--- src/common/apogee_pkg.sv ---
/*
 * Apogee BK-01 / Radio-86RK bus model shared definitions.
 * Address and data words, device regions, RAM and download
 * write records, and the default timing parameters.
 */

package apogee_pkg;

	// ------------------------------------------------------------------
	// Basic words
	// ------------------------------------------------------------------
	typedef logic [15:0] addr_t;
	typedef logic [7:0]  byte_t;

	// Device that answers a CPU address
	typedef enum logic [2:0] {
		reg_ram,
		reg_rom,
		reg_pit,
		reg_ppa1,
		reg_ppa2,
		reg_crt,
		reg_none
	} region_e;

	// Decoded bus select, dma marks the DMA controller write window
	typedef struct packed {
		region_e region;
		logic    dma;
	} bus_sel_t;

	// One access on the RAM port
	typedef struct packed {
		logic  we;
		addr_t addr;
		byte_t data;
	} ram_wr_t;

	// One byte of the host download stream
	typedef struct packed {
		logic [15:0] offset;
		byte_t       data;
	} dl_wr_t;

	// ------------------------------------------------------------------
	// Constants and defaults
	// ------------------------------------------------------------------
	// 8080 JMP, placed at address 0 ahead of the start vector
	localparam byte_t JMP_OPCODE = 8'hC3;

	localparam int CPU_DIV_DEFAULT    = 54;
	localparam int PIX_DIV_DEFAULT    = 12;
	localparam int ERASE_DIV_DEFAULT  = 64;
	localparam int RESET_HOLD_DEFAULT = 15;

endpackage

--- src/logic/map_decode.sv ---
/*
 * CPU address decoder.
 * Maps an address to its device region for the Apogee and
 * Radio-86 memory maps, with the startup ROM overlay.
 */

module map_decode (
	input  logic                 clk_sys,
	input  logic                 cpu_reset_i,
	input  logic                 mode86_i,
	input  apogee_pkg::addr_t    cpu_addr_i,
	output apogee_pkg::bus_sel_t sel_o
);

	import apogee_pkg::*;

	logic  startup;
	byte_t page;

	assign page = cpu_addr_i[15:8];

	// ROM overlays everything until the first jump into the upper half
	always_ff @(posedge clk_sys) begin
		startup <= cpu_reset_i | (startup & ~cpu_addr_i[15]);
	end

	// ------------------------------------------------------------------
	// Region decode
	// ------------------------------------------------------------------
	always_comb begin
		sel_o.region = reg_ram;
		sel_o.dma    = 1'b0;

		if (startup) begin
			sel_o.region = reg_rom;
		end else if (!mode86_i) begin
			// Apogee
			case (page) inside
				8'hEC: sel_o.region = reg_pit;
				8'hED: sel_o.region = reg_ppa1;
				8'hEE: sel_o.region = reg_ppa2;
				8'hEF: sel_o.region = reg_crt;
				[8'hF0:8'hFF]: begin
					sel_o.region = reg_rom;
					// DMA registers sit at F0xx only
					sel_o.dma    = (page == 8'hF0);
				end
				default: sel_o.region = reg_ram;
			endcase
		end else begin
			// Radio-86
			case (page) inside
				[8'h80:8'h9F]: sel_o.region = reg_ppa1;
				[8'hA0:8'hA7]: sel_o.region = reg_pit;
				[8'hA8:8'hBF]: sel_o.region = reg_none;
				[8'hC0:8'hDF]: sel_o.region = reg_crt;
				[8'hE0:8'hFF]: begin
					sel_o.region = reg_rom;
					sel_o.dma    = 1'b1;
				end
				default: sel_o.region = reg_ram;
			endcase
		end
	end

endmodule

--- config.mk ---
export PLATFORM = sky130hd
export DESIGN_NAME = map_decode
export DESIGN_NICKNAME = d
export VERILOG_FILES = /design/src/common/apogee_pkg.sv /design/src/logic/map_decode.sv
export SDC_FILE = /design/constraint.sdc
export NUM_CORES = 1
export LEC_CHECK = 0
export BUFFER_PORTS_ARGS = -buffer_cell sky130_fd_sc_hd__clkbuf_2
export CAP_MARGIN = 20
export CORE_AREA = 10 10 47 49
export DETAILED_ROUTE_END_ITERATION = 16
export DIE_AREA = 0 0 57 59
export PLACE_DENSITY = 0.38
export SYNTH_ARGS = -nofsm -noshare
export SYNTH_HDL_FRONTEND = slang
export SYNTH_SLANG_ARGS = --single-unit
export TNS_END_PERCENT = 5
--- constraint.sdc ---
create_clock -name clk_sys -period 1.5 [get_ports clk_sys]
set_clock_uncertainty 0.2 [all_clocks]
set_input_delay 0 -clock clk_sys [delete_from_list [all_inputs] [get_ports clk_sys]]
set_output_delay 0 -clock clk_sys [all_outputs]
set_load 0.02 [all_outputs]
==> After elaboration in Yosys (flattened, before gate mapping) <==
Cells that the tools add are included.
{ "op_classes": {"addsub": 0, "n_mul": 0, "div": 0, "order_cmp": 11, "eq_ne": 5, "shift": 0, "muxes": 23, "n_bitwise": 3, "n_reduce_logical": 6} }
{ "ops": {"columns": ["op", "n"], "rows": [
  ["greater-or-equal comparator 8 bit (second input constant)", 6],
  ["== test 8 bit (second input constant)", 5],
  ["less-or-equal comparator 8 bit (second input constant)", 5],
  ["2-to-1 mux 3 bit", 9],
  ["2-to-1 mux 1 bit", 13],
  ["logical AND 1 bit", 6],
  ["2-to-1 mux 4 bit", 1],
  ["AND 1 bit", 1],
  ["NOT 1 bit", 1],
  ["bitwise OR 1 bit", 1]
]} }
{ "word_totals": {"reg_bits": 1, "latch_bits": 0, "mem_bits_rw": 0, "rom_bits": 0, "wordCells": 49, "memories": 0} }

==> Depth between registers and ports, before layout <==
{ "depth": {"ltp_word": 9, "mapped_depth": 3, "mapped_depth_nobuf": 3} }

==> Worst setup path after synthesis <==
No wires, ideal clock.
{ "synth_path": {"path_kind": "reg2out", "start": "register startup", "end": "output sel_o[0] (netlist name)", "arrival_ns": 0.929, "t_required_ns": 1.300, "setup_slack_ns": 0.371, "stages_incl_launch_ff": 4, "path_cell_list": "dfxtp_1 -> inv_1 -> nand2_1 -> nor3_1"} }
{ "synth_lines": {"columns": ["item", "line", "rtl"], "rows": [
  ["start, declared", "map_decode.sv:17", "logic startup;"],
  ["start signal, assigned", "map_decode.sv:24", "startup <= cpu_reset_i | (startup & ~cpu_addr_i[15]);"],
  ["end, declared", "map_decode.sv:12", "output apogee_pkg::bus_sel_t sel_o"]
]} }

==> metrics.md <==
| Metric | Value |
|---|---|
| Routed vias | 218 |
| Layout net count | 57 |
| Fin. max-slew vios | 0 |
| Initial antenna violation count | 0 |
| Vias per std cell | 4.19 |
| Startpoint Class | input port |
| Placed Area | 240 um^2 |
| Number of flip-flops in the largest register | 1 |
| Post-Syn Nets | 40 |
| Final ANT Viol Nets | 0 |
| Largest regs | startup: 1 flops |
| RSZ-0062 raised after global routing | no |
| Ant diodes | 0 |
| Setup TNS | 0 ns |
| R2R setup slack | 0.74 ns |
| Hold WC Path Type | input port to flip-flop |
| IO Count | 23 |
| Core area | 1400 um^2 |
| Critical path peak fanout | 6 |
| YS warnings | 0 |
| PwrDens | 321 nW/um^2 |
| Arr. time, crit path | 0.99 ns |
| Postcts setup bufs | 0 |
| Largest net degree at the start of global routing | 7 |
| Fin crit period | 1.19 ns |
| First-pass GRT wire length | 979 um |
| Register Area | 20.0 um^2 |
| Outcome | completed |
| Worst r2r src | startup |
| Area added between synthesis and finish | 66.7% |
| Worst hold start | cpu_addr_i[15] |
| Gpl congestion | 0.634 |
| Largest reg by FF count | startup |
| Place WS | 0.300 ns |
| Required @ worst endpoint | 1.30 ns |
| Tot GR Track Use | 3.36% |
| Post-Layout Inst Area | 250 um^2 |
| Hold buffer count at CTS | 1 |
| Fillers | 173 |
| Critical Path End Type | primary output |
| WL per Instance | 11.4 um |
| Post-CTS sizing | 0 |
| Period utilization | 79.4% |
| Syn Area/Cell | 7.15 um^2 |
| Multi-input logic area | 123 um^2 |
| Max Cap Violations | 0 |
| Die X | 57 um |
| Final WS setup | 0.309 ns |
| FP Rows | 14 |
| Sequential share of the synthesized area | 13.3% |
| Detail Placement HPWL | 537 um |
| Reg clk slew, reported paths | 0 ns |
| Fmax | 0.840 GHz |
| Hold Slack | 0.0839 ns |
| Residual DRC count | 0 |
| Final Setup Violations | 0 |
| Number of synthesized register bits | 1 |
| Max transition margin | 82.7% |
| Post-Synthesis Cell Area | 150 um^2 |
| Critical path class | input port to primary output |
| Vias in the first global route | 223 |
| Die area | 3360 um^2 |
| Share of cells above drive strength 1 | 41.7% |
| Worst VDD drop | 0.171 mV |
| Die Ht | 59 um |
| Starting Density | 10.7% |
| Slew @ Worst Pin | 0.258 ns |
| Cell variety after synth | 18 |
| DRT Pass-1 Iters | 2 |
| Crit. Startpoint | cpu_addr_i[14] |
| Clock Latency Late Sink | 0 ns |
| Hold Fails Final Rpt | 0 |
| I/O Buffers | 14 |
| 1st-iter DRT viols | 4 |
| Lkg Pwr | 0.119 nW |
| Cells after Synth | 21 |
| WL final | 594 um |
| Global route overflow | 0 |
synthesized netlist by cell type (all sizes together):
| cell type | count | area (um^2) |
|---|---|---|
| mux2i | 1 | 10.0 |
| o31ai | 1 | 7.51 |
| nand2b | 1 | 6.26 |
| a21oi | 2 | 10.0 |
| nand4b | 1 | 8.76 |
| a311oi | 1 | 8.76 |
| nand2 | 2 | 7.51 |
| nand4 | 1 | 6.26 |
| nor2 | 1 | 3.75 |
| nand3b | 1 | 7.51 |
| nor4 | 1 | 6.26 |
| nor3 | 1 | 5.00 |
| dfxtp | 1 | 20.0 |
| or3b | 1 | 8.76 |
| a31oi | 1 | 6.26 |
| a21o | 1 | 7.51 |
| and4bb | 1 | 12.5 |
| inv | 2 | 7.51 |
cell type report:
class                   instances  share of cell area, %
well taps                      16                   8.00
repair buffers                 15                   32.0
multi-input cells              18                   49.0
flip-flops and latches          1                   8.00
inverters                       2                   3.00
worst max-delay path: stages:
cell	delay [ns]
clkbuf_2	0.12
nand2b_1	0.16
or3b_1	0.35
a31oi_1	0.17
clkbuf_2	0.19
power breakdown:
group          leakage (nW)  internal, mW  switching, mW
combinational         0.111        0.0234         0.0270
clock                     0             0              0
sequential          0.00841        0.0291       0.000811
total                 0.119        0.0525         0.0278
metal layers:
layer,wire length [um],track usage (%)
met5,0,0
met4,0,0
met3,66,1.72
met2,248,5.58
met1,278,4.00
metrics by stage:
step                std cells  util, %  power, mW
floorplan                  21        -     0.0512
global placement           51     17.1     0.0791
detailed placement         51     17.1     0.0789
CTS                        52     17.9     0.0811
global route               52     17.9     0.0867
finish                     52     17.9     0.0803
kinds of logic (layout without fill, tap and decap cells):
| group | after synthesis | count (layout) | synth area share [%] |
|---|---|---|---|
| compound gates | 6 | 6 | 26.7 |
| buf+inv | 2 | 17 | 5.00 |
| flops | 1 | 1 | 13.3 |
| mux | 1 | 1 | 6.67 |
| simple gates | 11 | 11 | 48.3 |
placed cells by master (no fill, tap or decap):
| cell | count |
|---|---|
| o31ai_1 | 1 |
| dfxtp_1 | 1 |
| a311oi_1 | 1 |
| a21o_1 | 1 |
| nand4b_1 | 1 |
| nor3_1 | 1 |
| nor2_1 | 1 |
| or3b_1 | 1 |
| nand2_1 | 2 |
| nand3b_1 | 1 |
| inv_1 | 2 |
| mux2i_1 | 1 |
| and4bb_2 | 1 |
| nor4_1 | 1 |
| nand2b_1 | 1 |
| nand4_1 | 1 |
| a21oi_1 | 2 |
| a31oi_1 | 1 |
| clkbuf_2 | 14 |
| dlygate4sd3_1 | 1 |
final timing paths:
path | endpoint | cells past startpoint
worst max-delay path | sel_o[3] | 5
worst min-delay path | startup | 3
worst max register to register | startup | 1
worst min register to register | startup | 1
Power figures use the tool's default switching activity.
