**config.mk**
```make
export PLATFORM = sky130hd
export DESIGN_NAME = rk_loader
export DESIGN_NICKNAME = d
export VERILOG_FILES = /design/src/common/apogee_pkg.sv /design/src/loader/rk_loader.sv
export SDC_FILE = /design/constraint.sdc
export NUM_CORES = 1
export LEC_CHECK = 0
export ABC_CLOCK_PERIOD_IN_PS = 3400
export BUFFER_PORTS_ARGS = -buffer_cell sky130_fd_sc_hd__clkbuf_2
export CAP_MARGIN = 20
export CORE_MARGIN = 10
export CORE_UTILIZATION = 53
export CTS_CLUSTER_DIAMETER = 100
export DETAILED_ROUTE_END_ITERATION = 12
export PLACE_DENSITY_LB_ADDON = 0.05
export SLEW_MARGIN = 40
export SYNTH_ARGS = -nofsm -noshare
export SYNTH_HDL_FRONTEND = slang
export SYNTH_SLANG_ARGS = --single-unit
```
**constraint.sdc**
```tcl
create_clock -name clk_sys -period 3.4 [get_ports clk_sys]
set_input_delay 0.17 -clock clk_sys [delete_from_list [all_inputs] [get_ports clk_sys]]
set_output_delay 0.17 -clock clk_sys [all_outputs]
set_load 0.02 [all_outputs]
```
**src/common/apogee_pkg.sv**
```systemverilog
/*
 * Apogee BK-01 / Radio-86RK bus model shared definitions.
 * Address and data words, device regions, RAM and download
 * write records, and the default timing parameters.
 */

package apogee_pkg;

	// ------------------------------------------------------------------
	// Basic words
	// ------------------------------------------------------------------
	typedef logic [15:0] addr_t;
	typedef logic [7:0]  byte_t;

	// Device that answers a CPU address
	typedef enum logic [2:0] {
		reg_ram,
		reg_rom,
		reg_pit,
		reg_ppa1,
		reg_ppa2,
		reg_crt,
		reg_none
	} region_e;

	// Decoded bus select, dma marks the DMA controller write window
	typedef struct packed {
		region_e region;
		logic    dma;
	} bus_sel_t;

	// One access on the RAM port
	typedef struct packed {
		logic  we;
		addr_t addr;
		byte_t data;
	} ram_wr_t;

	// One byte of the host download stream
	typedef struct packed {
		logic [15:0] offset;
		byte_t       data;
	} dl_wr_t;

	// ------------------------------------------------------------------
	// Constants and defaults
	// ------------------------------------------------------------------
	// 8080 JMP, placed at address 0 ahead of the start vector
	localparam byte_t JMP_OPCODE = 8'hC3;

	localparam int CPU_DIV_DEFAULT    = 54;
	localparam int PIX_DIV_DEFAULT    = 12;
	localparam int ERASE_DIV_DEFAULT  = 64;
	localparam int RESET_HOLD_DEFAULT = 15;

endpackage

```
**src/loader/rk_loader.sv**
```systemverilog
/*
 * RK tape-file loader.
 * Turns the host download stream into RAM writes: a JMP vector
 * at address 0, the file body at its start address, and then
 * zeroes over the rest of RAM up to the start address.
 */

module rk_loader #(
	parameter int ERASE_DIV = 64
) (
	input  logic              clk_sys,
	input  logic              reset_key,
	input  logic              dl_active_i,
	input  logic              dl_wr_i,
	input  logic [7:0]        dl_index_i,
	input  apogee_pkg::dl_wr_t  dl_i,
	output apogee_pkg::ram_wr_t fill_o,
	output logic              filling_o,
	output logic              mode86_o
);

	import apogee_pkg::*;

	// Divider is at least 2
	localparam int DIV_W = $clog2(ERASE_DIV);

	logic             active_q;
	logic             erase_pend;
	logic             erasing;
	logic [DIV_W-1:0] erase_div;

	addr_t   start_addr;
	addr_t   wr_ptr;
	addr_t   last_addr;
	addr_t   next_erase;
	ram_wr_t stage_q;

	// Pending trigger bridges the gap between download and erase
	assign filling_o  = dl_active_i | erase_pend | erasing;
	assign next_erase = last_addr + 16'd1;

	// ------------------------------------------------------------------
	// Download parser and erase walker
	// ------------------------------------------------------------------
	always_ff @(posedge clk_sys) begin
		if (reset_key) begin
			active_q   <= 1'b0;
			erase_pend <= 1'b0;
			erasing    <= 1'b0;
			erase_div  <= '0;
			mode86_o   <= 1'b0;
			stage_q.we <= 1'b0;
			fill_o.we  <= 1'b0;
		end else begin
			active_q   <= dl_active_i;
			stage_q.we <= 1'b0;
			// Second pipeline stage toward the RAM
			fill_o     <= stage_q;

			if (dl_active_i) begin
				if (!active_q)
					mode86_o <= (dl_index_i > 8'd1);
				erasing    <= 1'b0;
				erase_pend <= 1'b1;

				if (dl_wr_i) begin
					case (dl_i.offset)
						16'd0: begin
							// Leading sync byte, not stored
						end
						16'd1: begin
							start_addr[15:8] <= dl_i.data;
							stage_q          <= '{we: 1'b1, addr: 16'd0, data: JMP_OPCODE};
							last_addr        <= 16'd0;
						end
						16'd2: begin
							start_addr[7:0] <= dl_i.data;
							stage_q         <= '{we: 1'b1, addr: 16'd1, data: dl_i.data};
							last_addr       <= 16'd1;
						end
						16'd3: begin
							stage_q   <= '{we: 1'b1, addr: 16'd2, data: start_addr[15:8]};
							last_addr <= 16'd2;
						end
						16'd4: begin
							wr_ptr <= start_addr;
						end
						default: begin
							stage_q   <= '{we: 1'b1, addr: wr_ptr, data: dl_i.data};
							last_addr <= wr_ptr;
							wr_ptr    <= wr_ptr + 16'd1;
						end
					endcase
				end
			end else if (erase_pend) begin
				erase_pend <= 1'b0;
				erasing    <= 1'b1;
				erase_div  <= DIV_W'(1);
			end else if (erasing) begin
				if (erase_div == DIV_W'(ERASE_DIV - 1))
					erase_div <= '0;
				else
					erase_div <= erase_div + 1'b1;

				if (erase_div == '0) begin
					// Walk wraps at 64 KiB and stops at the start address
					if (next_erase == start_addr) begin
						erasing <= 1'b0;
					end else begin
						last_addr <= next_erase;
						// Keep the JMP vector
						stage_q <= '{we: (next_erase > 16'd2), addr: next_erase,
							data: 8'h00};
					end
				end
			end
		end
	end

	// Every write must reach the RAM while the loader owns it
	a_fill_owned: assert property (@(posedge clk_sys) disable iff (reset_key)
		fill_o.we |-> filling_o);

endmodule

```
Word level (Yosys, flattened, before mapping)
Cells that the tools add are included.
- latch bits: 0
- word-level logic and storage cells: 73
- output and inout bits: 27
- bits in writable memories: 0
- ROM bits: 0
- flip-flop bits (word level): 108
- memories: 0
- bitwise gates (word level): 6
- reductions and logical operators: 14
- multipliers: 0
- shift-type cells: 0
- $lt $le $gt $ge: 2
- mux-type cells: 23
- eq/ne operators: 10
- $add $sub $neg: 3
- divide/modulo/power cells: 0
- operators with widths (kind ; number):
    $mux W25 ; 6
    $pmux W25 S4 ; 1
    $mux W16 ; 6
    $pmux W16 S4 ; 1
    $add A16 B1 Y16 const B ; 2
    $eq A16 B2 Y1 const B ; 2
    $pmux W16 S2 ; 1
    $mux W6 ; 3
    $eq A16 B1 Y1 const B ; 1
    $eq A16 B16 Y1 ; 1
    $eq A16 B3 Y1 const B ; 1
    $gt A16 B2 Y1 const B ; 1
    $logic_not A16 Y1 ; 1
    $reduce_and A4 Y1 ; 3
    $gt A8 B1 Y1 const B ; 1
    $reduce_and A7 Y1 ; 1
    $add A6 B1 Y6 const B ; 1
    $eq A6 B6 Y1 const B ; 1
    $logic_not A6 Y1 ; 1
    $ne A2 B2 Y1 const B ; 3
    $reduce_bool A2 Y1 ; 3
    $mux W1 ; 5
    $not A1 Y1 ; 4
    $reduce_and A2 Y1 ; 2
    other kinds (4) ; 6

Longest topological paths before layout
- word-level depth: 7
- depth in mapped cells: 10
- depth with buffers taken out: 9

Worst setup path before layout
OpenSTA, ideal clock, no wires.
- kind: reg2reg
- start point: reg last_addr[0]
- end point: reg last_addr[0] (enable)
- path slack: -55 ps
- library setup time: 431 ps
- clock period less this slack: 3455 ps
- stages on the path, launching flop included: 10
- required time: 2969 ps
- arrival time: 3024 ps
- cells stage by stage: edfxtp_1 > ha_1 > xnor2_1 > a2111o_1 > a2111oi_4 > nand4_2 > a2111oi_4 > nand4_4 > buf_6 > a21o_1
- word-level cells in the longest chain between the ends: 4
- ends and longest elaborated chain (what ; line ; text):
    start: declaration ; rk_loader.sv:34 ; addr_t last_addr;
    start signal: assignment ; rk_loader.sv:90 ; last_addr <= wr_ptr;
    start signal: assignment ; rk_loader.sv:110 ; last_addr <= next_erase;
    $add A16 B1 Y16 ; rk_loader.sv:40 ; assign next_erase = last_addr + 16'd1;
    $eq A16 B16 Y1 ; rk_loader.sv:107 ; if (next_erase == start_addr) begin
    $ne A2 B2 Y1 (no source line) ; -- ;
    $reduce_and A7 Y1 (no source line) ; -- ;
Every way passes these cells.
A chain may end at the register's enable or synchronous reset.

Worst setup path after layout
- start point: reg last_addr[0]
- end point: reg stage_q[17] (netlist name) (enable)
- word-level cells in the longest chain between the ends: 4
- ends and longest elaborated chain (what ; line ; text):
    $add A16 B1 Y16 ; rk_loader.sv:40 ;
    $eq A16 B16 Y1 ; rk_loader.sv:107 ;
    $ne A2 B2 Y1 (no source line) ; -- ;
    $reduce_and A7 Y1 (no source line) ; -- ;
    end signal: assignment ; rk_loader.sv:73 ; stage_q <= '{we: 1'b1, addr: 16'd0, data: JMP_OPCODE};
    end signal: assignment ; rk_loader.sv:78 ; stage_q <= '{we: 1'b1, addr: 16'd1, data: dl_i.data};
    end signal: assignment ; rk_loader.sv:112 ; stage_q <= '{we: (next_erase > 16'd2), addr: next_erase,
    end: declaration ; rk_loader.sv:36 ; ram_wr_t stage_q;
Every way passes these cells.

==> summary.txt <==
Number of vias after detailed routing: 3,864
Setup WS post-layout: 225 ps
TritonCTS clock tree: built
Std-Cell Rows: 36
Share of layout cells above drive strength 1: 0.197
Area fraction of the dominant cell type after synthesis: 0.552
Number of filler cells placed in the layout: 811
Startpoint type of the worst setup path: flop
Type of the most critical hold path: primary input to flop
Number of search-and-repair iterations in the first detailed-routing pass: 5
Per-cell routed wire length: 17.8 um
Area contributors post-synth: sky130_fd_sc_hd__edfxtp_1 (55%), sky130_fd_sc_hd__xnor2_1 (4.4%), sky130_fd_sc_hd__dfxtp_1 (4.2%)
HPWL Detailed: 8800 um
Ys async rst share: 0
Initial Util: 0.539
Maximum number of buffers from clock root to sink: 2
Number of synthesized flops with an enable pin: 96
Io pins: 63
Maximum number of pins on one net before global-route repair: 32
Global routing usage summed across all routing layers: 0.170
Synthesized area per cell: 11.4 um^2
Endpoint required time on the critical path: 3530 ps
Total negative slack: 0 ps
Clk_lat worst skew: 380 ps
Worst Max-Slew Pin Slew: 733 ps
Cell area after layout: 5960 um^2
Leading area contributor after synthesis: sky130_fd_sc_hd__edfxtp_1
Synth cell count leaders: sky130_fd_sc_hd__edfxtp_1 (96), sky130_fd_sc_hd__nor2_1 (54), sky130_fd_sc_hd__nand2_1 (39)
Final Hold Fails: 0
Sink Count: 107
Chip Width: 119 um
Number of synthesis warnings: 0
Share of synthesized area occupied by flip-flops and latches: 0.594
Net total in the final layout: 573
Post-Layout Cell Count: 670
Count of inserted antenna diode cells: 0
Post-place instance area: 5750 um^2
Detailed-route vias per instance: 5.77
Unique cell type count in the Yosys netlist: 55
Area of the core: 9680 um^2
Unrepaired setup endpoints after global routing: false
Post-Synthesis Net Count: 498
Power per cell area: 398 nW/um^2
Final estimated routing congestion in global placement: 0.903
Clock tree skew after final layout: 10.0 ps
Arrival time worst endpoint: 3300 ps
Leakage power: 0.00218 uW
Yosys reg bits: 107
Final critical-path share of the clock period: 0.934
Final Max Tran Viols: 0
Post-Syn Instances: 457
Number of buffers added by the clock tree synthesis step: 9
DRC violation count after routing: 0
Cell at the root of the clock tree: sky130_fd_sc_hd__clkbuf_8
Level count of the clock H-tree: 3
Number of DRC markers in iteration 0: 432
Synth-to-Final Area Change: 14.2%
Die Ht: 119 um
CP max FO: 17
Category of the worst setup path capture point: flop
Residual overflow from global routing: 0
Antenna viol nets, final: 0
Combined area of all synthesized cells: 5220 um^2
IO buf count: 61
First-pass GRT wire length: 19,500 um
Antenna violations before repair: 0
CTS clock-pin slew for the worst setup and hold paths: 90 ps
Peak supply drop: 0.000224 V
Post-route minimum period: 3180 ps
Routed wire length: 11,900 um
Setup slack at placement: 257 ps
Number of global-route vias before repair: 3,738
Achievable Freq: 315 MHz
Leading register cell type out of synthesis: sky130_fd_sc_hd__edfxtp_1
Fraction of the core area covered by cells at the end of the flow: 0.616
Die area: 14,200 um^2
Type of the worst setup path: flop to flop
Post-Place Cells: 649
Number of failing setup endpoints in the final timing report: 0
Run status: complete, no violations
Count leader, synth: sky130_fd_sc_hd__edfxtp_1
Normalized max-slew margin: 0.511
# Max-Cap Violations: 0
-- flip-flops by register name (all words and copies together) (netlist names) --
| register | cells |
|---|---|
| fill_o | 25 |
| stage_q | 25 |
| last_addr | 16 |
| start_addr | 16 |
| wr_ptr | 16 |
| erase_div | 6 |
| active_q | 1 |
| erasing | 1 |
| mode86_o | 1 |
-- cell type report --
class | count | area, um^2 | area share
multi-input cells | 318 | 1990 | 0.333
clock buffers | 11 | 131 | 0.0220
well taps | 133 | 166 | 0.0279
clock inverters | 5 | 28.8 | 0.00483
inverters | 13 | 48.8 | 0.00818
repair buffers | 83 | 495 | 0.0831
flip-flops and latches | 107 | 3100 | 0.520
-- cell usage in the layout, fill, tap and decap left out, drive strengths merged, types with 12 or more instances in the layout --
master	instances
inv	14
xnor2	26
o21ai	28
nor2	54
buf	17
nand3	18
nor4	12
nand2	39
clkbuf	72
nor3	18
edfxtp	96
a21oi	25
-- kinds of logic (layout without fill, tap and decap cells) --
kind of cell | count (synthesis) | count (layout) | synth area share
multiplexers | 2 | 2 | 0.00407
flip-flops | 107 | 107 | 0.594
XOR/XNOR | 38 | 38 | 0.0666
adder cells (fa/ha/maj) | 5 | 5 | 0.0120
AND/OR/NAND/NOR | 177 | 177 | 0.167
AO/OA/AOI/OAI | 96 | 96 | 0.130
buffers and inverters | 32 | 112 | 0.0264
-- report_power, final --
part,switching [uW],total (uW),internal [uW]
combinational,115,189,74.4
clock,424,688,264
sequential,24.8,1490,1470
total,564,2370,1810
-- per-stage QoR --
step	total power [uW]	hold WS, ps
after floorplan	1630	242
after global placement	1710	381
after detailed placement	1710	384
after CTS	2390	1.52
after global routing	2470	6.51
final	2370	17.3
-- layer usage --
| metal | vias up | track usage | wire length [um] |
|---|---|---|---|
| li1 | 1848 | - | - |
| met1 | 1820 | 0.236 | 5430 |
| met2 | 175 | 0.248 | 5300 |
| met3 | 21 | 0.0406 | 979 |
| met4 | 0 | 0.0733 | 229 |
| met5 | - | 0 | 0 |
-- what timing repair did --
action	4_1_cts	5_1_grt
setup buffers	0	0
gates resized for setup	0	0
hold buffers	5	0
hold endpoints to repair	10	0
-- critical path, stage by stage, from the launching register on --
cell and delay (ps):
sky130_fd_sc_hd__edfxtp_1 510, sky130_fd_sc_hd__ha_1 370, sky130_fd_sc_hd__xnor2_1 140, sky130_fd_sc_hd__a2111o_1 380, sky130_fd_sc_hd__a2111oi_4 300, sky130_fd_sc_hd__nand4_2 170, sky130_fd_sc_hd__a2111oi_4 400, sky130_fd_sc_hd__nand4_4 180
sky130_fd_sc_hd__a21o_2 260, sky130_fd_sc_hd__buf_4 210
-- worst paths after layout --
check                    start  slack (ps)  depth (start not counted)       endpoint
setup / recovery  last_addr[0]         220                          9    stage_q[17]
hold / removal         dl_i[4]          20                          1  start_addr[4]
setup reg to reg  last_addr[0]         220                          9    stage_q[17]
hold reg to reg    stage_q[11]         430                          0     fill_o[11]
(Power assumes the default switching activity.)
