[config.mk]
export PLATFORM = sky130hd
export DESIGN_NAME = clock_enables
export DESIGN_NICKNAME = d
export VERILOG_FILES = /design/src/logic/clock_enables.sv
export SDC_FILE = /design/constraint.sdc
export NUM_CORES = 1
export LEC_CHECK = 0
export BUFFER_PORTS_ARGS = -buffer_cell sky130_fd_sc_hd__buf_4
export CORE_AREA = 2 2 39 41
export CTS_CLUSTER_SIZE = 25
export DETAILED_ROUTE_END_ITERATION = 6
export DIE_AREA = 0 0 41 43
export PLACE_DENSITY = 0.73
export SLEW_MARGIN = 10
export SYNTH_ARGS = -nofsm -noshare
export SYNTH_HDL_FRONTEND = slang
export SYNTH_SLANG_ARGS = --single-unit
[constraint.sdc]
create_clock -name clk_sys -period 1.6 [get_ports clk_sys]
set_input_delay 0.16 -clock clk_sys [delete_from_list [all_inputs] [get_ports clk_sys]]
set_output_delay 0.16 -clock clk_sys [all_outputs]
set_load 0.02 [all_outputs]
[src/logic/clock_enables.sv]
/*
 * Clock enable generator.
 * Derives the CPU F1/F2 phases, the timer strobe and the pixel
 * strobe from clk_sys, with a double-rate turbo mode.
 */

module clock_enables #(
	parameter int CPU_DIV = 54,
	parameter int PIX_DIV = 12
) (
	input  logic clk_sys,
	input  logic reset_key,
	input  logic turbo_i,
	output logic ce_f1_o,
	output logic ce_f2_o,
	output logic ce_pit_o,
	output logic ce_pix_o
);

	localparam int CPU_W = $clog2(CPU_DIV);
	localparam int PIX_W = $clog2(PIX_DIV);

	// Phase positions inside one CPU period
	localparam int F1_AT       = 0;
	localparam int F2_AT       = 13;
	localparam int PIT_AT      = 8;
	localparam int F1_TURBO_AT = 27;
	localparam int F2_TURBO_AT = 40;

	logic [CPU_W-1:0] cpu_cnt;
	logic [PIX_W-1:0] pix_cnt;
	logic             turbo;
	logic             f2_seen;

	// ------------------------------------------------------------------
	// CPU period counter and phase strobes
	// ------------------------------------------------------------------
	always_ff @(posedge clk_sys) begin
		if (reset_key) begin
			cpu_cnt  <= '0;
			turbo    <= 1'b0;
			ce_f1_o  <= 1'b0;
			ce_f2_o  <= 1'b0;
			ce_pit_o <= 1'b0;
		end else begin
			if (cpu_cnt == CPU_W'(CPU_DIV - 1)) begin
				cpu_cnt <= '0;
				// Rate only changes on a period boundary
				turbo   <= turbo_i;
			end else begin
				cpu_cnt <= cpu_cnt + 1'b1;
			end
			ce_f1_o  <= (cpu_cnt == CPU_W'(F1_AT)) |
				(turbo & (cpu_cnt == CPU_W'(F1_TURBO_AT)));
			ce_f2_o  <= (cpu_cnt == CPU_W'(F2_AT)) |
				(turbo & (cpu_cnt == CPU_W'(F2_TURBO_AT)));
			ce_pit_o <= (cpu_cnt == CPU_W'(PIT_AT));
		end
	end

	// Pixel strobe
	always_ff @(posedge clk_sys) begin
		if (reset_key) begin
			pix_cnt  <= '0;
			ce_pix_o <= 1'b0;
		end else begin
			if (pix_cnt == PIX_W'(PIX_DIV - 1))
				pix_cnt <= '0;
			else
				pix_cnt <= pix_cnt + 1'b1;
			ce_pix_o <= (pix_cnt == '0);
		end
	end

	// Set by F2 and cleared by F1
	always_ff @(posedge clk_sys) begin
		if (reset_key)
			f2_seen <= 1'b1;
		else if (ce_f1_o)
			f2_seen <= 1'b0;
		else if (ce_f2_o)
			f2_seen <= 1'b1;
	end

	// The 8080 phases must alternate and never overlap
	a_phase_order: assert property (@(posedge clk_sys) disable iff (reset_key)
		ce_f1_o |-> (f2_seen && !ce_f2_o));

endmodule

# Word level (Yosys, flattened, before mapping)
# Index checks and enable logic that the tools add are counted.
dict set report classes {
  eq_ne 6
  addsub 2
  reduce_logical 4
  bitwise 4
}
# operator n
set op_table {}
lappend op_table {{$eq 6x4->1 const B} 2}
lappend op_table {{$eq 6x6->1 const B} 2}
lappend op_table {{$add 6x1->6 const B} 1}
lappend op_table {{$eq 6x5->1 const B} 1}
lappend op_table {{$logic_not 6->1} 1}
lappend op_table {{$add 4x1->4 const B} 1}
lappend op_table {{$eq 4x4->1 const B} 1}
lappend op_table {{$logic_not 4->1} 1}
lappend op_table {{$reduce_or 2->1} 2}
lappend op_table {{$and 1x1->1} 2}
lappend op_table {{$or 1x1->1} 2}
dict set report word_totals {
  out_inout_bits 4
  wordCells 23
  inputBits 3
  register_bits 15
}

# Logic depth before layout (Yosys ltp)
# Gate-level depths: netlist (run 1).
dict set report logic_depth {
  ltp_word 3
  mapped_depth 5
}

# Worst setup path before layout (run 1)
# OpenSTA, ideal clock, no wires.
dict set report synth_timing {
  kind {register to register}
  start {reg cpu_cnt[0]}
  end {reg cpu_cnt[2]}
  required_time_ns 1.470
  setup_ns 0.130
  arrival_time_ns 1.110
  stages_incl_launch_ff 5
  slack_ns 0.360
  path_buffers 0
  cell_sequence {dfxtp_1 ha_1 nand4_1 o21ai_1 nor2_1}
}
dict set report synth_between {
  elab_chain_len 2
}
# item line_no
set synth_lines {}
lappend synth_lines {{start: declaration} 30} ;# logic [CPU_W-1:0] cpu_cnt;
lappend synth_lines {{start signal: assignment} 51} ;# cpu_cnt <= cpu_cnt + 1'b1;
lappend synth_lines {{branches (longest 2 deep; another with $add 6x1->6)} --}
# Several ways; the timed one is not identified.
# A chain may end at the register's enable or synchronous reset.

# Final worst setup path (run 1)
dict set report layout_timing {
  start {reg cpu_cnt[0]}
  end {reg cpu_cnt[0]}
}
# The elaborated chain is that of the path after synthesis.

==> impl_results.md, run 1 <==
* CP Max Fanout at 6
* Worst path required time at 1.77 ns
* Syn_nets at 79
* Routed WL at 1.08 mm
* Initial core utilization at 48.1%
* CTS Hold Buffers Added at 0
* Clock sink count at 15
* Clk_skew at 0.00340 ns
* Fmax at 778 MHz
* Share of cells above drive strength 1 at 17.7%
* FF-to-FF Start: cpu_cnt[0]$_SDFF_PP0_
* TritonCTS clock tree: done
* Status: completed
* Area leader, netlist: dfxtp_1
* Clk pin slew, worst setup/hold paths at 0.09 ns
* Cells after Synth at 71
* Io pins at 7
* Post-DP HPWL at 826 um
* Hold path start: reset_key
* Setup total negative slack at 0 ns
* LEAKAGE at 0.307 nW
* Relative slew margins at 78.3%
* Ant diodes at 0
* Std cell rows at 14
* Global-route wire length before repair at 1.84 mm
* Hold Violations, Final at 0
* Vias at 492
* Detailed-router iteration count before antenna repair at 3
* Die Width at 41 um
* Number of synthesized register bits at 15
* Max Cap Viol at 0
* Initial antenna violation count at 0
* Critical Path End Type: flop
* Slew at the pin closest to its max-slew limit at 0.325 ns
* Worst vdd ir at 368 uV
* Post-DR wirelength/cell at 11.4 um
* Max-slew violations at 0
* Ranking of synthesized cells by area: dfxtp_1, ha_1, nor2_1, inv_1, nand3_4
* Area Growth Syn to Fin at 12.0%
* Vias in the first global route at 465
* Final ANT Viol Nets at 0
* GRT Util Overall at 15.7%
* CTS H-tree lvls at 1
* Most numerous cell in the Yosys netlist: dfxtp_1
* DIE HEIGHT at 43 um
* Crit path launch: cpu_cnt[0]$_SDFF_PP0_
* Gpl congestion at 0.756
* Period utilisation layout at 80.3%
* Mapped cell area at 666 um2
* Maximum buffer depth of the clock tree at 2
* Final core occ at 53.9%
* Root Buffer: clkbuf_4
* Cts repair resizes at 0
* Final setup slack of the worst path at 0.315 ns
* Area of the multi-input gates at 319 um2
* Setup Crit Path Kind: flop to flop
* RSZ-0062 raised after global routing: no
* Number of synthesized flops with an enable pin at 0
* Clock latency on the worst-skew pair at 0.27 ns
* Avg Cell Area, Syn at 9.38 um2
* Post-CTS Setup Bufs at 0
* Power Density at 919 mW/mm2
* Dpl ws at 0.316 ns
* Placed inst area at 718 um2
* Total core area at 0.00138 mm2
* PortBufs at 6
* Iteration-0 DRC Markers at 5
* Startpoint Class: flop
* Sequential share of the synthesized area at 45.1%
* Avg Vias per Cell at 5.18
* Pin count of the biggest net entering global routing at 10
* Post-synth ARST share at 0%
* Die area at 0.00176 mm2
* Minimum hold slack at 0.111 ns
* Worst hold path type: input port to flop
* Fill count at 129
* Clock buffer count from CTS at 3
* Most frequent cells after synthesis: dfxtp_1, nor2_1, inv_1, ha_1, nand2_1
* # setup viols final at 0
* Crit path time final at 1.29 ns
* Yosys cell types at 29
* Final nets at 88
* Dominant synthesized flop cell: dfxtp_1
* Share of the synthesized area in the top cell type at 45.1%
* Crit path arrival time at 1.45 ns
* DRC viols at 0
* Reg area at 300 um2
* Synth warn at 0
* Design area at 746 um2
* Overflow after GRT at 0
==> cell usage in the layout (no fill, tap or decap), types with 2 or more instances in the layout <==
cell type,instances
nand2_1,4
xor2_1,2
dfxtp_1,15
and3_1,2
nand4b_1,2
clkbuf_4,3
o211ai_1,2
buf_4,7
inv_1,7
o21ai_0,2
nor2_1,11
ha_1,5
==> metal layers <==
metal,track usage [%],up-vias,part of all wire (%)
met4,10.0,0,0
met1,18.4,224,48
li1,-,259,-
met5,0,-,0
met2,22.5,9,48
met3,6.28,0,3.7
==> logic make-up (layout without fill, tap and decap cells) <==
kind of cell               after synthesis  after routing  synth area share, %
xor gates and xnor gates                 3              3                 3.95
adders and majority gates                5              5                 9.40
and+or+nand+nor                         28             28                 23.7
muxes                                    1              1                 1.50
buffers and inverters                   10             18                 6.95
AOI/OAI and AO/OA                        9              9                 9.40
DFF                                     15             15                 45.1
==> report_power, final <==
group / internal, mW / total (mW) / leakage, nW / switching [mW]
registers: 0.391 / 0.410 / 0.123 / 0.0191
clock network: 0.0925 / 0.204 / 0.0177 / 0.111
logic: 0.0337 / 0.0710 / 0.167 / 0.0374
==> critical path, stage by stage, from the launching register on <==
cell and delay [ns]:
dfxtp_1 0.45, ha_1 0.22, nand4_1 0.15, o21ai_1 0.16
buf_4 0.16, nor2_1 0.04
==> registers in the layout, indices dropped and copies added (netlist names) <==
name	flops
cpu_cnt	6
pix_cnt	4
ce_f1_o	1
ce_f2_o	1
ce_pit_o	1
ce_pix_o	1
turbo	1
==> per-stage QoR <==
step | power, mW | instances
2_1_floorplan | 0.468 | 71
5_1_grt | 0.726 | 95
6_report | 0.685 | 95
3_5_place_dp | 0.491 | 91
3_3_place_gp | 0.487 | 91
4_1_cts | 0.695 | 95
==> layout make-up <==
type / count / share of cell area, %
clock inverters: 1 / 0.671
multi-input cells: 46 / 42.8
inverters: 7 / 3.52
flip-flops and latches: 15 / 40.3
clock buffers: 3 / 3.02
well taps: 16 / 2.68
repair buffers: 7 / 7.05
==> final timing paths <==
path                            slack [ns]  cells past startpoint               endpoint
worst max-delay path                  0.31                      5  cpu_cnt[0]$_SDFF_PP0_
worst min-delay path                  0.11                      2  pix_cnt[3]$_SDFF_PP0_
worst max register to register        0.31                      5  cpu_cnt[0]$_SDFF_PP0_
worst min register to register        0.49                      1  pix_cnt[0]$_SDFF_PP0_
Power figures use the tool's default switching activity.
==> run 2: changes to the inputs <==
Clock period 1.6 ns to 1.2 ns, I/O delays scaled along.
==> impl_results.md, run 2 (synthesized netlist as in run 1, its figures left out) <==
* Status: completed
* Post-DP HPWL at 872 um (+5.5%)
* Area Growth Syn to Fin at 28.2%
* Io pins at 7 (unchanged)
* Gpl congestion at 0.763 (+0.94%)
* Slowest-stage cell, CP: dfxtp_2
* Fill count at 122 (-5.4%)
* PortBufs at 6 (unchanged)
* Initial core utilization at 48.1% (unchanged)
* Fmax at 861 MHz (+11%)
* Detailed-router iteration count before antenna repair at 3 (unchanged)
* CTS Hold Buffers Added at 0 (unchanged)
* Placed inst area at 782 um2 (+8.9%)
* CTS H-tree lvls at 1 (unchanged)
* Hold Violations, Final at 0 (unchanged)
* Reg area at 305 um2 (+1.7%)
* Pin count of the biggest net entering global routing at 9 (-1)
* CP Max Fanout at 3 (-3)
* LEAKAGE at 0.356 nW (+16%)
* Total core area at 0.00138 mm2 (unchanged)
* Max reg flops at 6 (unchanged)
* Clock sink count at 15 (unchanged)
* Std cell rows at 14 (unchanged)
* Critical Path End Type: flop
* CP max stage delay at 0.33 ns (-0.12 ns)
* Vias in the first global route at 529 (+14%)
* RSZ-0062 raised after global routing: yes
* Clock latency on the worst-skew pair at 0.28 ns (about the same)
* Startpoint Class: flop
* Clk pin slew, worst setup/hold paths at 0.08 ns (about the same)
* Post-DR wirelength/cell at 11.8 um (+4.3%)
* Design area at 853 um2 (+14%)
* Die area at 0.00176 mm2 (unchanged)
* Most frequent cells in the layout: buf_4, nor2_1, dfxtp_1
* Final nets at 97 (+10%)
* GRT Util Overall at 16.5% (+0.81 points)
* Avg Vias per Cell at 5.15 (-0.48%)
* # setup viols final at 0 (unchanged)
* DRC viols at 0 (unchanged)
* Commonest non-fill, non-tap cell in the layout: buf_4
* Vias at 536 (+8.9%)
* Die Width at 41 um (unchanged)
* Worst path required time at 1.38 ns (-0.39 ns)
* Period utilisation layout at 96.8% (+16 points)
* Final ANT Viol Nets at 0 (unchanged)
* Root Buffer: clkbuf_4
* Final setup slack of the worst path at 0.0388 ns (-0.276 ns)
* Share of cells above drive strength 1 at 36.4% (+19 points)
* Area of the multi-input gates at 348 um2 (+9.0%)
* Slew at the pin closest to its max-slew limit at 0.234 ns (-0.0908 ns)
* Clock buffer count from CTS at 3 (unchanged)
* Clk_skew at 0.00394 ns (+0.000545 ns)
* Iteration-0 DRC Markers at 4 (-1)
* Overflow after GRT at 0 (unchanged)
* Worst hold path type: input port to flop
* Global-route wire length before repair at 1.98 mm (+7.9%)
* Power Density at 1120 mW/mm2 (+22%)
* Routed WL at 1.23 mm (+14%)
* Max Cap Viol at 0 (unchanged)
* Top reg by flops: cpu_cnt
* Relative slew margins at 84.2% (+5.9 points)
* Crit path arrival time at 1.34 ns (-0.11 ns)
* Largest regs: cpu_cnt: 6 flops, pix_cnt: 4 flops
* Max-slew violations at 0 (unchanged)
* TritonCTS clock tree: done
* Ant diodes at 0 (unchanged)
* DIE HEIGHT at 43 um (unchanged)
* Crit path time final at 1.16 ns (-0.124 ns)
* Setup Crit Path Kind: flop to flop
* Crit path cell chain: inv_2 > ha_2 > nand4_1 > buf_4 > o41ai_2
* Maximum buffer depth of the clock tree at 2 (unchanged)
* Dpl ws at -0.0249 ns (-0.341 ns)
* Initial antenna violation count at 0 (unchanged)
* Worst vdd ir at 843 uV (+130%)
==> run 2: cell count changes in the layout (fill, tap and decap cells not counted), moves of 2 or more <==
cell,delta
buf_4,+7
dfxtp_1,-4
dfxtp_2,+4
ha_1,-3
ha_2,+2
buf_6,+2
==> run 2: layout make-up <==
cell class | count | share of cell area, %
Multi-Input combinational cell | 46 | 40.8
Sequential cell | 15 | 35.8
Timing Repair Buffer | 16 | 15.0
Clock buffer | 4 | 3.08
Inverter | 7 | 3.08
Tap cell | 16 | 2.35
==> run 2: through the flow <==
step	std cells	util (%)	power (mW)	hold WS [ns]	TNS, ns
6_report	104	61.7	0.959	0.0634	0
5_1_grt	104	61.7	1.01	0.0671	-0.0829
4_1_cts	103	59.0	0.953	0.0636	0
3_5_place_dp	99	56.5	0.674	0.360	-0.0249
3_3_place_gp	99	56.5	0.668	0.353	0
2_1_floorplan	71	-	0.625	0.263	0
==> run 2: worst paths after layout <==
path	start	to	slack [ns]	cells after the start
min reg2reg	pix_cnt[0]$_SDFF_PP0_	pix_cnt[0]$_SDFF_PP0_	0.51	2
max reg2reg	cpu_cnt[1]$_SDFF_PP0_	turbo$_SDFFE_PP0N_	0.04	5
min	reset_key	pix_cnt[0]$_SDFF_PP0_	0.06	2
max	cpu_cnt[1]$_SDFF_PP0_	turbo$_SDFFE_PP0N_	0.04	5
==> run 2: routing by layer <==
metal,vias up,GRT usage [%],wire length (um)
li1,276,-,-
met1,250,18.7,575
met2,8,27.5,596
met3,2,4.71,38
met4,0,6.00,22
met5,-,0,0
==> run 2: repair_timing <==
item                                    4_1_cts  5_1_grt
resized for setup                             1       11
pin swaps                                     0        2
endpoints found under the setup margin        1        9
setup buffers                                 0        1
cloned                                        0        0
==> run 2: critical path, delay by kind of cell (launching register included) <==
| family | cells | cell delay [ns] |
|---|---|---|
| simple gates | 1 | 0.15 |
| compound gates | 1 | 0.20 |
| buf+inv | 2 | 0.23 |
| flops | 1 | 0.33 |
| fa+ha+maj | 1 | 0.17 |
==> run 2: power breakdown <==
group | internal (mW) | switching (mW) | leakage (nW)
registers | 0.524 | 0.0170 | 0.124
logic | 0.0679 | 0.0698 | 0.217
clock network | 0.129 | 0.151 | 0.0150
