File: config.mk
export PLATFORM = sky130hd
export DESIGN_NAME = reset_seq
export DESIGN_NICKNAME = d
export VERILOG_FILES = /design/src/logic/reset_seq.sv
export SDC_FILE = /design/constraint.sdc
export NUM_CORES = 1
export LEC_CHECK = 0
export ABC_AREA = 1
export BUFFER_PORTS_ARGS = -buffer_cell sky130_fd_sc_hd__buf_2
export CORE_AREA = 4 4 41 43
export DETAILED_ROUTE_END_ITERATION = 8
export DIE_AREA = 0 0 45 47
export HOLD_SLACK_MARGIN = 0.02
export PLACE_DENSITY = 0.3
export SKIP_CTS_REPAIR_TIMING = 1
export SLEW_MARGIN = 0
export SYNTH_ARGS = -nofsm -noshare
export SYNTH_HDL_FRONTEND = slang
export SYNTH_SLANG_ARGS = --single-unit
File: constraint.sdc
create_clock -name clk_sys -period 1.9 [get_ports clk_sys]
set_input_delay 0.095 -clock clk_sys [delete_from_list [all_inputs] [get_ports clk_sys]]
set_output_delay 0.095 -clock clk_sys [all_outputs]
set_load 0.02 [all_outputs]
File: src/logic/reset_seq.sv
/*
 * CPU reset sequencer.
 * Holds the CPU in reset during any request and for a fixed
 * number of cycles after the last one.
 */

module reset_seq #(
	parameter int RESET_HOLD = 15
) (
	input  logic clk_sys,
	input  logic reset_key,
	input  logic user_reset_i,
	input  logic filling_i,
	output logic cpu_reset_o
);

	localparam int HOLD_W = $clog2(RESET_HOLD + 1);

	logic [HOLD_W-1:0] hold_cnt;
	logic              reset_req;

	// Loading RAM keeps the CPU stopped as well
	assign reset_req = user_reset_i | filling_i;

	always_ff @(posedge clk_sys) begin
		if (reset_key) begin
			hold_cnt    <= '0;
			cpu_reset_o <= 1'b1;
		end else if (reset_req) begin
			hold_cnt    <= '0;
			cpu_reset_o <= 1'b1;
		end else if (hold_cnt != HOLD_W'(RESET_HOLD)) begin
			hold_cnt <= hold_cnt + 1'b1;
		end else begin
			// Counter saturated, let the CPU run
			cpu_reset_o <= 1'b0;
		end
	end

endmodule

Yosys cells after proc, flatten, opt, wreduce, memory -nomap -nowiden
Cells that the tools add are included.

Bits in writable memories: 0. Logic and storage cells: 6. Register bits after elaboration: 5. Bits in read-only memories: 0. Latch bits: 0. Input bits: 4. Memories: 0.

Div/mod/pow operators: 0. Reduce and logical (&&, ||, !) cells: 1. $mul: 0. Multiplexer cells: 0. Shifts and indexed selects: 0. Bitwise gates (word level): 1. Order comparisons: 0. $add $sub $neg: 1. Equal/unequal tests: 1.

Operators by type and width (number): $add A4 B1 Y4 const B (1); $ne A4 B4 Y1 const B (1); $reduce_or A2 Y1 (1); $or A1 B1 Y1 (1).

Longest topological paths before layout
Gate-level depths: netlist of the first run.

Word-level depth: 2. Depth in mapped cells: 5. Gate-level depth less buffers: 5.

Worst setup path before layout of the first run
No wires, ideal clock.

Kind: register -> register. From: reg hold_cnt[0]. To: reg hold_cnt[0]. Path slack: 0.982 ns. Stages on the path, launching flop included: 5. Data required time: 1.787 ns. Arrival time: 0.805 ns. Path through: dfxtp_1 > ha_1 > nand3_2 > nor2_1 > nor2_1.

Longest elaborated chain between the ends: 1.

RTL lines: start: declaration (RTL line 19) `logic [HOLD_W-1:0] hold_cnt;`; start signal: assignment (RTL line 33) `hold_cnt <= hold_cnt + 1'b1;`; $add A4 B1 Y4 / $ne A4 B4 Y1 (equally long branches) (RTL line 33, 32).

Several ways; a longest one is shown, not always the timed one. A chain may end at the register's enable or synchronous reset.

Worst setup path in the final report of the first run
Ends and elaborated chain as after synthesis.

==> results_dict.tcl, run 1 <==
set metrics [dict create \
    min_to "cpu_reset_o$_SDFFE_PP1N_" \
    row_count 13 \
    cp_max_fo 5 \
    tightest_slew_ps 170.2 \
    avgSynthCellArea_sq_um 6.918 \
    area_delta_synth_final_pct 27.66 \
    cp_common_cell "nand2_1" \
    cts_buffer_depth 2 \
    start_util_pct 18.08 \
    overflow 0 \
    die_h_um 47 \
    max-cap-violations 0 \
    ff2ff_path_depth 5 \
    nFillCells 158 \
    cellLeakagePower_nw 0.1466 \
    power_density_mw_per_mm2 798.7 \
    synthTopCellsByArea "dfxtp_1 43%, nand2_1 18%, nor2_1 11%, inv_1 8.0%, ha_1 5.3%" \
    period_minus_slack_ps 1016 \
    core_sq_mm 0.001301 \
    die_area_sq_mm 0.002115 \
    cts_root_buffer "clkbuf_4" \
    cts_num_sinks 5 \
    syn_nets 39 \
    yosysUniqueCellTypes 9 \
    rsz0062_at_grt "no" \
    drtPass1Iterations 4 \
    final_core_util_pct 23.08 \
    grt_pass1_wl_um 683 \
    arrival_ps 1190 \
    ys_warn_count 0 \
    chipWidth_um 45 \
    setup_viol 0 \
    whs_ps 83.14 \
    reg2reg_to "hold_cnt[0]$_SDFFE_PP0P_" \
    nets 48 \
    end_kind "flip-flop" \
    wl_um 412 \
    path_cells "ha_1, nand3_2, nand2_1, nand2_1, nor2_1" \
    min_delay_path_depth 3 \
    antenna_cells 0 \
    worstHoldPathType "in -> reg" \
    cts_tree "built" \
    critPathLaunchType "flip-flop" \
    criticalPathCategory "reg -> reg" \
    drc_errors 0 \
    cp_slowest_cell "dfxtp_1" \
    crit_path_max_incr_delay_ps 360 \
    grt_use_total_pct 4.747 \
    drv_slew 0 \
    dr.first_iter.drc_count 2 \
    grt_max_degree 6 \
    dp_cells 53 \
    yosysTopAreaCell "dfxtp_1" \
    netlist_instances 34 \
    reg2reg_slack_ps 880 \
    wl_per_cell_um 7.228 \
    io_pins 5 \
    gp_congestion 0.6276 \
    fmax_mhz 984.3 \
    vias_per_cell 3.772 \
    dp_hpwl_um 331 \
    vdd_drop_max_uv 278.1 \
    fin_cells 57 \
    cts_buffers 3 \
    final_hold_viol_count 0 \
    min_period_over_period_pct 53.47 \
    antenna_found_initial 0 \
    postRouteAntennaNets 0 \
    clock_skew_ps 0.7104 \
    worstPathRequired_ps 2070 \
    num_vias 215 \
    numPortBuffers 4 \
    grt_pass1_vias 179 \
    clkLatencyLatePin_ps 240 \
    synth_sequential_area_ratio_pct 42.55 \
    hold_start "reset_key" \
    status "finished, final reports clean" \
    drive_above_1_share_pct 21.43 \
    htreeDepth 1 \
    synth_top_area_share_pct 42.55 \
    setup_tns_ps 0 \
    slew_headroom_pct 88.64 \
    ys_ff_latch 5 \
    synth_area_sq_um 235.2 \
    r2r_start "hold_cnt[0]$_SDFFE_PP0P_" \
    clk_pin_slew_ps 40 \
]
[worst max-delay path by stage]
stage	from	to	slack, ps	cells after the start
finish	hold_cnt[0]$_SDFFE_PP0P_	hold_cnt[0]$_SDFFE_PP0P_	880	5
detailed placement	hold_cnt[0]$_SDFFE_PP0P_	hold_cnt[0]$_SDFFE_PP0P_	890	5
global route	hold_cnt[0]$_SDFFE_PP0P_	hold_cnt[0]$_SDFFE_PP0P_	780	5
floorplan	hold_cnt[0]$_SDFFE_PP0P_	hold_cnt[0]$_SDFFE_PP0P_	980	4
CTS	hold_cnt[0]$_SDFFE_PP0P_	hold_cnt[0]$_SDFFE_PP0P_	870	5
global placement	hold_cnt[0]$_SDFFE_PP0P_	hold_cnt[1]$_SDFFE_PP0P_	920	4
[cell usage after synthesis]
library cell	number
nand3_1	2
nor2_1	7
o21ai_0	1
nor2_4	1
ha_1	1
inv_1	5
dfxtp_1	5
nand2_1	11
nand3_2	1
[area by class of cell]
type	count	area, sq um	area share [%]
Sequential cell	5	100.1	33.33
Clock buffer	4	26.28	8.750
Timing Repair Buffer	4	20.02	6.667
Inverter	5	18.77	6.250
Tap cell	15	18.77	6.250
Multi-Input combinational cell	24	116.4	38.75
[worst max-delay path, delay by kind of cell (launching register included)]
kind,cells,cell delay [ps]
adder cells (fa/ha/maj),1,230
flip-flops,1,360
AND/OR/NAND/NOR,4,350
[stage by stage]
| stage | total power [W] | area, sq um | setup WS [ps] |
|---|---|---|---|
| 3_3_place_gp | 0.0001191 | 274.0 | 915.9 |
| 4_1_cts | 0.0002445 | 300.3 | 874.5 |
| 2_1_floorplan | 0.0001150 | 235.2 | 982.3 |
| 3_5_place_dp | 0.0001199 | 274.0 | 886.3 |
| 6_report | 0.0002398 | 300.3 | 884.0 |
| 5_1_grt | 0.0002522 | 300.3 | 784.4 |
[registers in the layout, indices dropped and copies added, names as in the netlist]
| signal | count |
|---|---|
| cpu_reset_o | 1 |
| hold_cnt | 4 |
[metal layers]
metal / GRT usage, % / wire, um / up-vias
li1: - / - / 117
met1: 5.251 / 201 / 92
met2: 7.062 / 178 / 6
met3: 3.448 / 32 / 0
met4: 1.754 / 0 / 0
met5: 0 / 0 / -
[cell usage in the layout (no fill, tap or decap), drive strengths merged]
cell    count
nand2      11
nor2        8
inv         5
dfxtp       5
buf         4
clkbuf      4
nand3       3
o21ai       1
ha          1
[cell families (layout without fill, tap and decap cells)]
| logic type | after synthesis | after routing | synth area share, % |
|---|---|---|---|
| compound gates | 1 | 1 | 2.126 |
| fa+ha+maj | 1 | 1 | 5.318 |
| buf+inv | 5 | 13 | 7.980 |
| flops | 5 | 5 | 42.55 |
| simple gates | 22 | 22 | 42.02 |
[where the power goes]
part,internal (W),total [W],switching [W],leakage (nW)
clock network,0.0000794,0.000122,0.0000428,0.0150
registers,0.000106,0.000107,0.00000104,0.0405
logic,0.00000472,0.0000102,0.00000552,0.0911
total,0.000190,0.000240,0.0000494,0.147
(Power assumes the default switching activity.)
==> inputs of run 2 (changes only) <==
==> constraint.sdc (replaced) <==
create_clock -name clk_sys -period 0.95 [get_ports clk_sys]
set_input_delay 0.0475 -clock clk_sys [delete_from_list [all_inputs] [get_ports clk_sys]]
set_output_delay 0.0475 -clock clk_sys [all_outputs]
set_load 0.02 [all_outputs]
==> run 2 against run 1 <==
Cell count grew 3.5%. Flip-flop and latch count is the same. Clock power grew 110%. Utilization grew 2.9 points. Critical path depth shrank 1. Global-route usage grew 1.4 points. Cell area grew 13%. Critical endpoint unchanged. Combinational power grew 140%. Setup slack lost 820 ps. Non-clock buffer count grew 2. Sequential share of layout area shrank 3.0 points.
==> results_dict.tcl, run 2 (synthesized netlist as in run 1, its figures left out) <==
set metrics [dict create \
    cellLeakagePower_nw 0.1557 \
    fin_cells 59 \
    cts_buffers 3 \
    path_cells "ha_4, nand3_4, nor2_1, nor2_1" \
    cts_root_buffer "clkbuf_4" \
    fmax_mhz 1135 \
    chipWidth_um 45 \
    final_common_cell "nand2_1" \
    end_kind "flip-flop" \
    clkPwrFrac_pct 51.2 \
    postRouteAntennaNets 0 \
    layout_common_cells "11 x nand2_1, 7 x nor2_1, 5 x inv_1" \
    vdd_drop_max_uv 414.8 \
    drc_errors 0 \
    worstPathRequired_ps 1080 \
    min_period_over_period_pct 92.76 \
    rsz0062_at_grt "yes" \
    num_vias 231 \
    vias_per_cell 3.915 \
    wl_per_cell_um 8.186 \
    net-switching-power_w 0.0001078 \
    drv_slew 0 \
    cts_buffer_depth 2 \
    arrival_ps 1020 \
    row_count 13 \
    setup_viol 0 \
    slew_headroom_pct 86.09 \
    setup_tns_ps 0 \
    cp_max_fo 5 \
    cts_num_sinks 5 \
    cp_top_family "flip-flops" \
    switching_share_pct 21.88 \
    clk_pin_slew_ps 40 \
    area_delta_synth_final_pct 43.62 \
    post_dp_cell_area_sq_um 289.0 \
    seqPwrFrac_pct 43.8 \
    antenna_cells 0 \
    top_regs "hold_cnt: 4 flops, cpu_reset_o: 1 flops" \
    overflow 0 \
    crit_path_max_incr_delay_ps 350 \
    cts_tree "built" \
    grt_use_total_pct 6.166 \
    drtPass1Iterations 1 \
    criticalPathCategory "reg -> reg" \
    power_density_mw_per_mm2 1458 \
    clock_skew_ps 0.2510 \
    grt_pass1_vias 227 \
    reg2reg_slack_ps 70 \
    p_int_w 0.0003848 \
    wl_um 483 \
    status "finished, final reports clean" \
    critPathBufInv 0 \
    gp_congestion 0.6500 \
    cp_common_cell "nor2_1" \
    period_minus_slack_ps 881.2 \
    core_sq_mm 0.001301 \
    drive_above_1_share_pct 31.82 \
    dr.first_iter.drc_count 0 \
    clkLatencyLatePin_ps 240 \
    final_area_sq_um 337.8 \
    tightest_slew_ps 208.4 \
    start_util_pct 18.08 \
    max-cap-violations 0 \
    grt_max_degree 6 \
    grt_pass1_wl_um 855 \
    cp_slowest_cell "dfxtp_2" \
    antenna_found_initial 0 \
    die_area_sq_mm 0.002115 \
    comb_power_share_pct 5.1 \
    regMostFlops "hold_cnt" \
    dp_cells 55 \
    nets 50 \
    worstHoldPathType "in -> reg" \
    largest_reg_flops 4 \
    htreeDepth 1 \
    dp_hpwl_um 367.6 \
    final_hold_viol_count 0 \
    io_pins 5 \
    critPathLaunchType "flip-flop" \
    die_h_um 47 \
    numPortBuffers 4 \
]
-- run 2: cell types whose count changed in the layout (fill, tap and decap cells not counted) --
cell / change
buf_4: +2
dfxtp_1: -2
dfxtp_2: +2
ha_1: -1
ha_4: +1
nand3_2: -1
nand3_4: +1
-- run 2: final cells by class --
cell class              count  area [sq um]
clock buffers               4         26.28
fillers                   158         963.4
inverters                   5         18.77
multi-input cells          24         136.4
flip-flops and latches      5         102.6
well taps                  15         18.77
repair buffers              6         35.03
-- run 2: worst paths after layout --
kind | startpoint | endpoint | cells after the start
min | reset_key | cpu_reset_o$_SDFFE_PP1N_ | 3
max | hold_cnt[0]$_SDFFE_PP0P_ | hold_cnt[0]$_SDFFE_PP0P_ | 4
max reg2reg | hold_cnt[0]$_SDFFE_PP0P_ | hold_cnt[0]$_SDFFE_PP0P_ | 4
min reg2reg | cpu_reset_o$_SDFFE_PP1N_ | cpu_reset_o$_SDFFE_PP1N_ | 2
-- run 2: power by group through the flow --
stage / logic [W] / clock network (W) / registers (W)
CTS: 0.0000249 / 0.000264 / 0.000214
global placement: 0.0000237 / 0 / 0.000218
detailed placement: 0.0000248 / 0 / 0.000218
floorplan: 0.0000117 / 0 / 0.000218
global route: 0.0000295 / 0.000279 / 0.000215
finish: 0.0000249 / 0.000252 / 0.000216
-- run 2: worst min-delay path, cell delays in order --
cell and delay [ps]:
buf_2 100, nor2_4 50, nand2_1 40
-- run 2: layer usage --
| metal | wire [um] | track usage [%] | up-vias |
|---|---|---|---|
| li1 | - | - | 122 |
| met1 | 192 | 5.695 | 99 |
| met2 | 238 | 9.887 | 7 |
| met3 | 40 | 4.598 | 3 |
| met4 | 12 | 3.509 | 0 |
| met5 | 0 | 0 | - |
-- run 2: metrics by stage --
step                      hold WS [ps]  utilization (%)  setup slack, ps  total power, W
after floorplan                  143.7                -            32.28       0.0002299
after CTS                        24.93            24.23           -52.69       0.0005027
after global placement           277.1            22.21           -8.782       0.0002412
final                            26.02            25.96            68.80       0.0004926
after detailed placement         284.9            22.21           -34.93       0.0002427
after global routing             28.23            25.96           -20.21       0.0005238
==> inputs of run 3 (changes only) <==
--- a/config.mk
+++ b/config.mk
@@ -8,9 +8,10 @@
 export ABC_AREA = 1
 export BUFFER_PORTS_ARGS = -buffer_cell sky130_fd_sc_hd__buf_2
 export CORE_AREA = 4 4 41 43
+export CTS_CLUSTER_DIAMETER = 40
 export DETAILED_ROUTE_END_ITERATION = 8
 export DIE_AREA = 0 0 45 47
-export HOLD_SLACK_MARGIN = 0.02
+export HOLD_SLACK_MARGIN = 0.12
 export PLACE_DENSITY = 0.3
 export SKIP_CTS_REPAIR_TIMING = 1
 export SLEW_MARGIN = 0
==> run 3 against run 2 <==
Critical endpoint unchanged. Routed wire length unchanged. Utilization unchanged. First-iteration DRC count unchanged. Hold slack unchanged.
==> results_dict.tcl, run 3 (synthesized netlist as in run 1, its figures left out) <==
set metrics [dict create \
    top_regs "hold_cnt: 4 flops, cpu_reset_o: 1 flops" \
    num_vias 231 \
    regMostFlops "hold_cnt" \
    cts_tree "built" \
    dr.first_iter.drc_count 0 \
    numPortBuffers 4 \
    layout_common_cells "11 x nand2_1, 7 x nor2_1, 5 x inv_1" \
    setup_ws_ps 68.80 \
    clk_pin_slew_ps 40 \
    io_pins 5 \
    final_hold_viol_count 0 \
    row_count 13 \
    ff_latch_area_sq_um 102.6 \
    htreeDepth 1 \
    wl_um 483 \
    worstPathRequired_ps 1080 \
    nets 50 \
    end_kind "flip-flop" \
    wl_per_cell_um 8.186 \
    tightest_slew_ps 208.4 \
    die_area_sq_mm 0.002115 \
    antenna_found_initial 0 \
    antenna_cells 0 \
    fin_cells 59 \
    power_density_mw_per_mm2 1458 \
    whs_ps 26.02 \
    clock_skew_ps 0.2510 \
    drive_above_1_share_pct 31.82 \
    path_cells "ha_4, nand3_4, nor2_1, nor2_1" \
    cp_max_fo 5 \
    drc_errors 0 \
    clkLatencyLatePin_ps 240 \
    min_period_over_period_pct 92.76 \
    dp_cells 55 \
    crit_path_max_incr_delay_ps 350 \
    grt_pass1_wl_um 855 \
    final_common_cell "nand2_1" \
    grt_use_total_pct 6.166 \
    drv_slew 0 \
    dp_hpwl_um 367.6 \
    slew_headroom_pct 86.09 \
    area_delta_synth_final_pct 43.62 \
    cp_slowest_cell "dfxtp_2" \
    grt_pass1_vias 227 \
    max-cap-violations 0 \
    gp_congestion 0.6500 \
    chipWidth_um 45 \
    grt_max_degree 6 \
    die_h_um 47 \
    vias_per_cell 3.915 \
    largest_reg_flops 4 \
    drtPass1Iterations 1 \
    start_util_pct 18.08 \
    setup_tns_ps 0 \
    final_area_sq_um 337.8 \
    setup_viol 0 \
    pre_cts_ws_ps -34.93 \
    overflow 0 \
    core_sq_mm 0.001301 \
    cellLeakagePower_nw 0.1557 \
    postRouteAntennaNets 0 \
    post_dp_cell_area_sq_um 289.0 \
    rsz0062_at_grt "yes" \
    cp_common_cell "nor2_1" \
    cts_buffer_depth 2 \
    period_minus_slack_ps 881.2 \
    criticalPathCategory "reg -> reg" \
    cts_buffers 3 \
    cts_num_sinks 5 \
    nFillCells 158 \
    cts_root_buffer "clkbuf_4" \
    critPathLaunchType "flip-flop" \
    arrival_ps 1020 \
    status "finished, final reports clean" \
    multi_input_area_sq_um 136.4 \
    vdd_drop_max_uv 414.8 \
    worstHoldPathType "in -> reg" \
    fmax_mhz 1135 \
]
==> run 3: cell counts in the layout (fill, tap and decap cells not counted) <==
No cell type changed its count.
==> run 3: final timing paths <==
path	from	endpoint	slack (ps)	cells past startpoint
setup reg to reg	hold_cnt[0]$_SDFFE_PP0P_	hold_cnt[0]$_SDFFE_PP0P_	70	4
setup / recovery	hold_cnt[0]$_SDFFE_PP0P_	hold_cnt[0]$_SDFFE_PP0P_	70	4
hold / removal	reset_key	cpu_reset_o$_SDFFE_PP1N_	30	3
hold reg to reg	cpu_reset_o$_SDFFE_PP1N_	cpu_reset_o$_SDFFE_PP1N_	450	2
==> run 3: critical path, delay by kind of cell, from the launching register on <==
kind          cells  cell delay [ps]
flops             1              350
fa+ha+maj         1              160
simple gates      3              260
==> run 3: final cells by class <==
type | instances | area share, %
inverters | 5 | 5.556
multi-input cells | 24 | 40.37
well taps | 15 | 5.556
flip-flops and latches | 5 | 30.37
clock buffers | 4 | 7.778
repair buffers | 6 | 10.37
==> run 3: layer usage <==
| metal | wire [um] | vias to the layer above | global-route usage [%] |
|---|---|---|---|
| li1 | - | 122 | - |
| met1 | 192 | 99 | 5.695 |
| met2 | 238 | 7 | 9.887 |
| met3 | 40 | 3 | 4.598 |
| met4 | 12 | 0 | 3.509 |
| met5 | 0 | - | 0 |
==> run 3: power by group <==
| group | internal [W] | leakage (nW) | switching [W] | total, W |
|---|---|---|---|---|
| clock network | 0.000159 | 0.0150 | 0.0000929 | 0.000252 |
| logic | 0.0000125 | 0.0994 | 0.0000124 | 0.0000249 |
| registers | 0.000213 | 0.0414 | 0.00000251 | 0.000216 |
| total | 0.000385 | 0.156 | 0.000108 | 0.000493 |
==> run 3: through the flow <==
step / total power [W] / util (%)
floorplan: 0.0002299 / -
CTS: 0.0005027 / 24.23
global route: 0.0005238 / 25.96
global placement: 0.0002412 / 22.21
detailed placement: 0.0002427 / 22.21
finish: 0.0004926 / 25.96
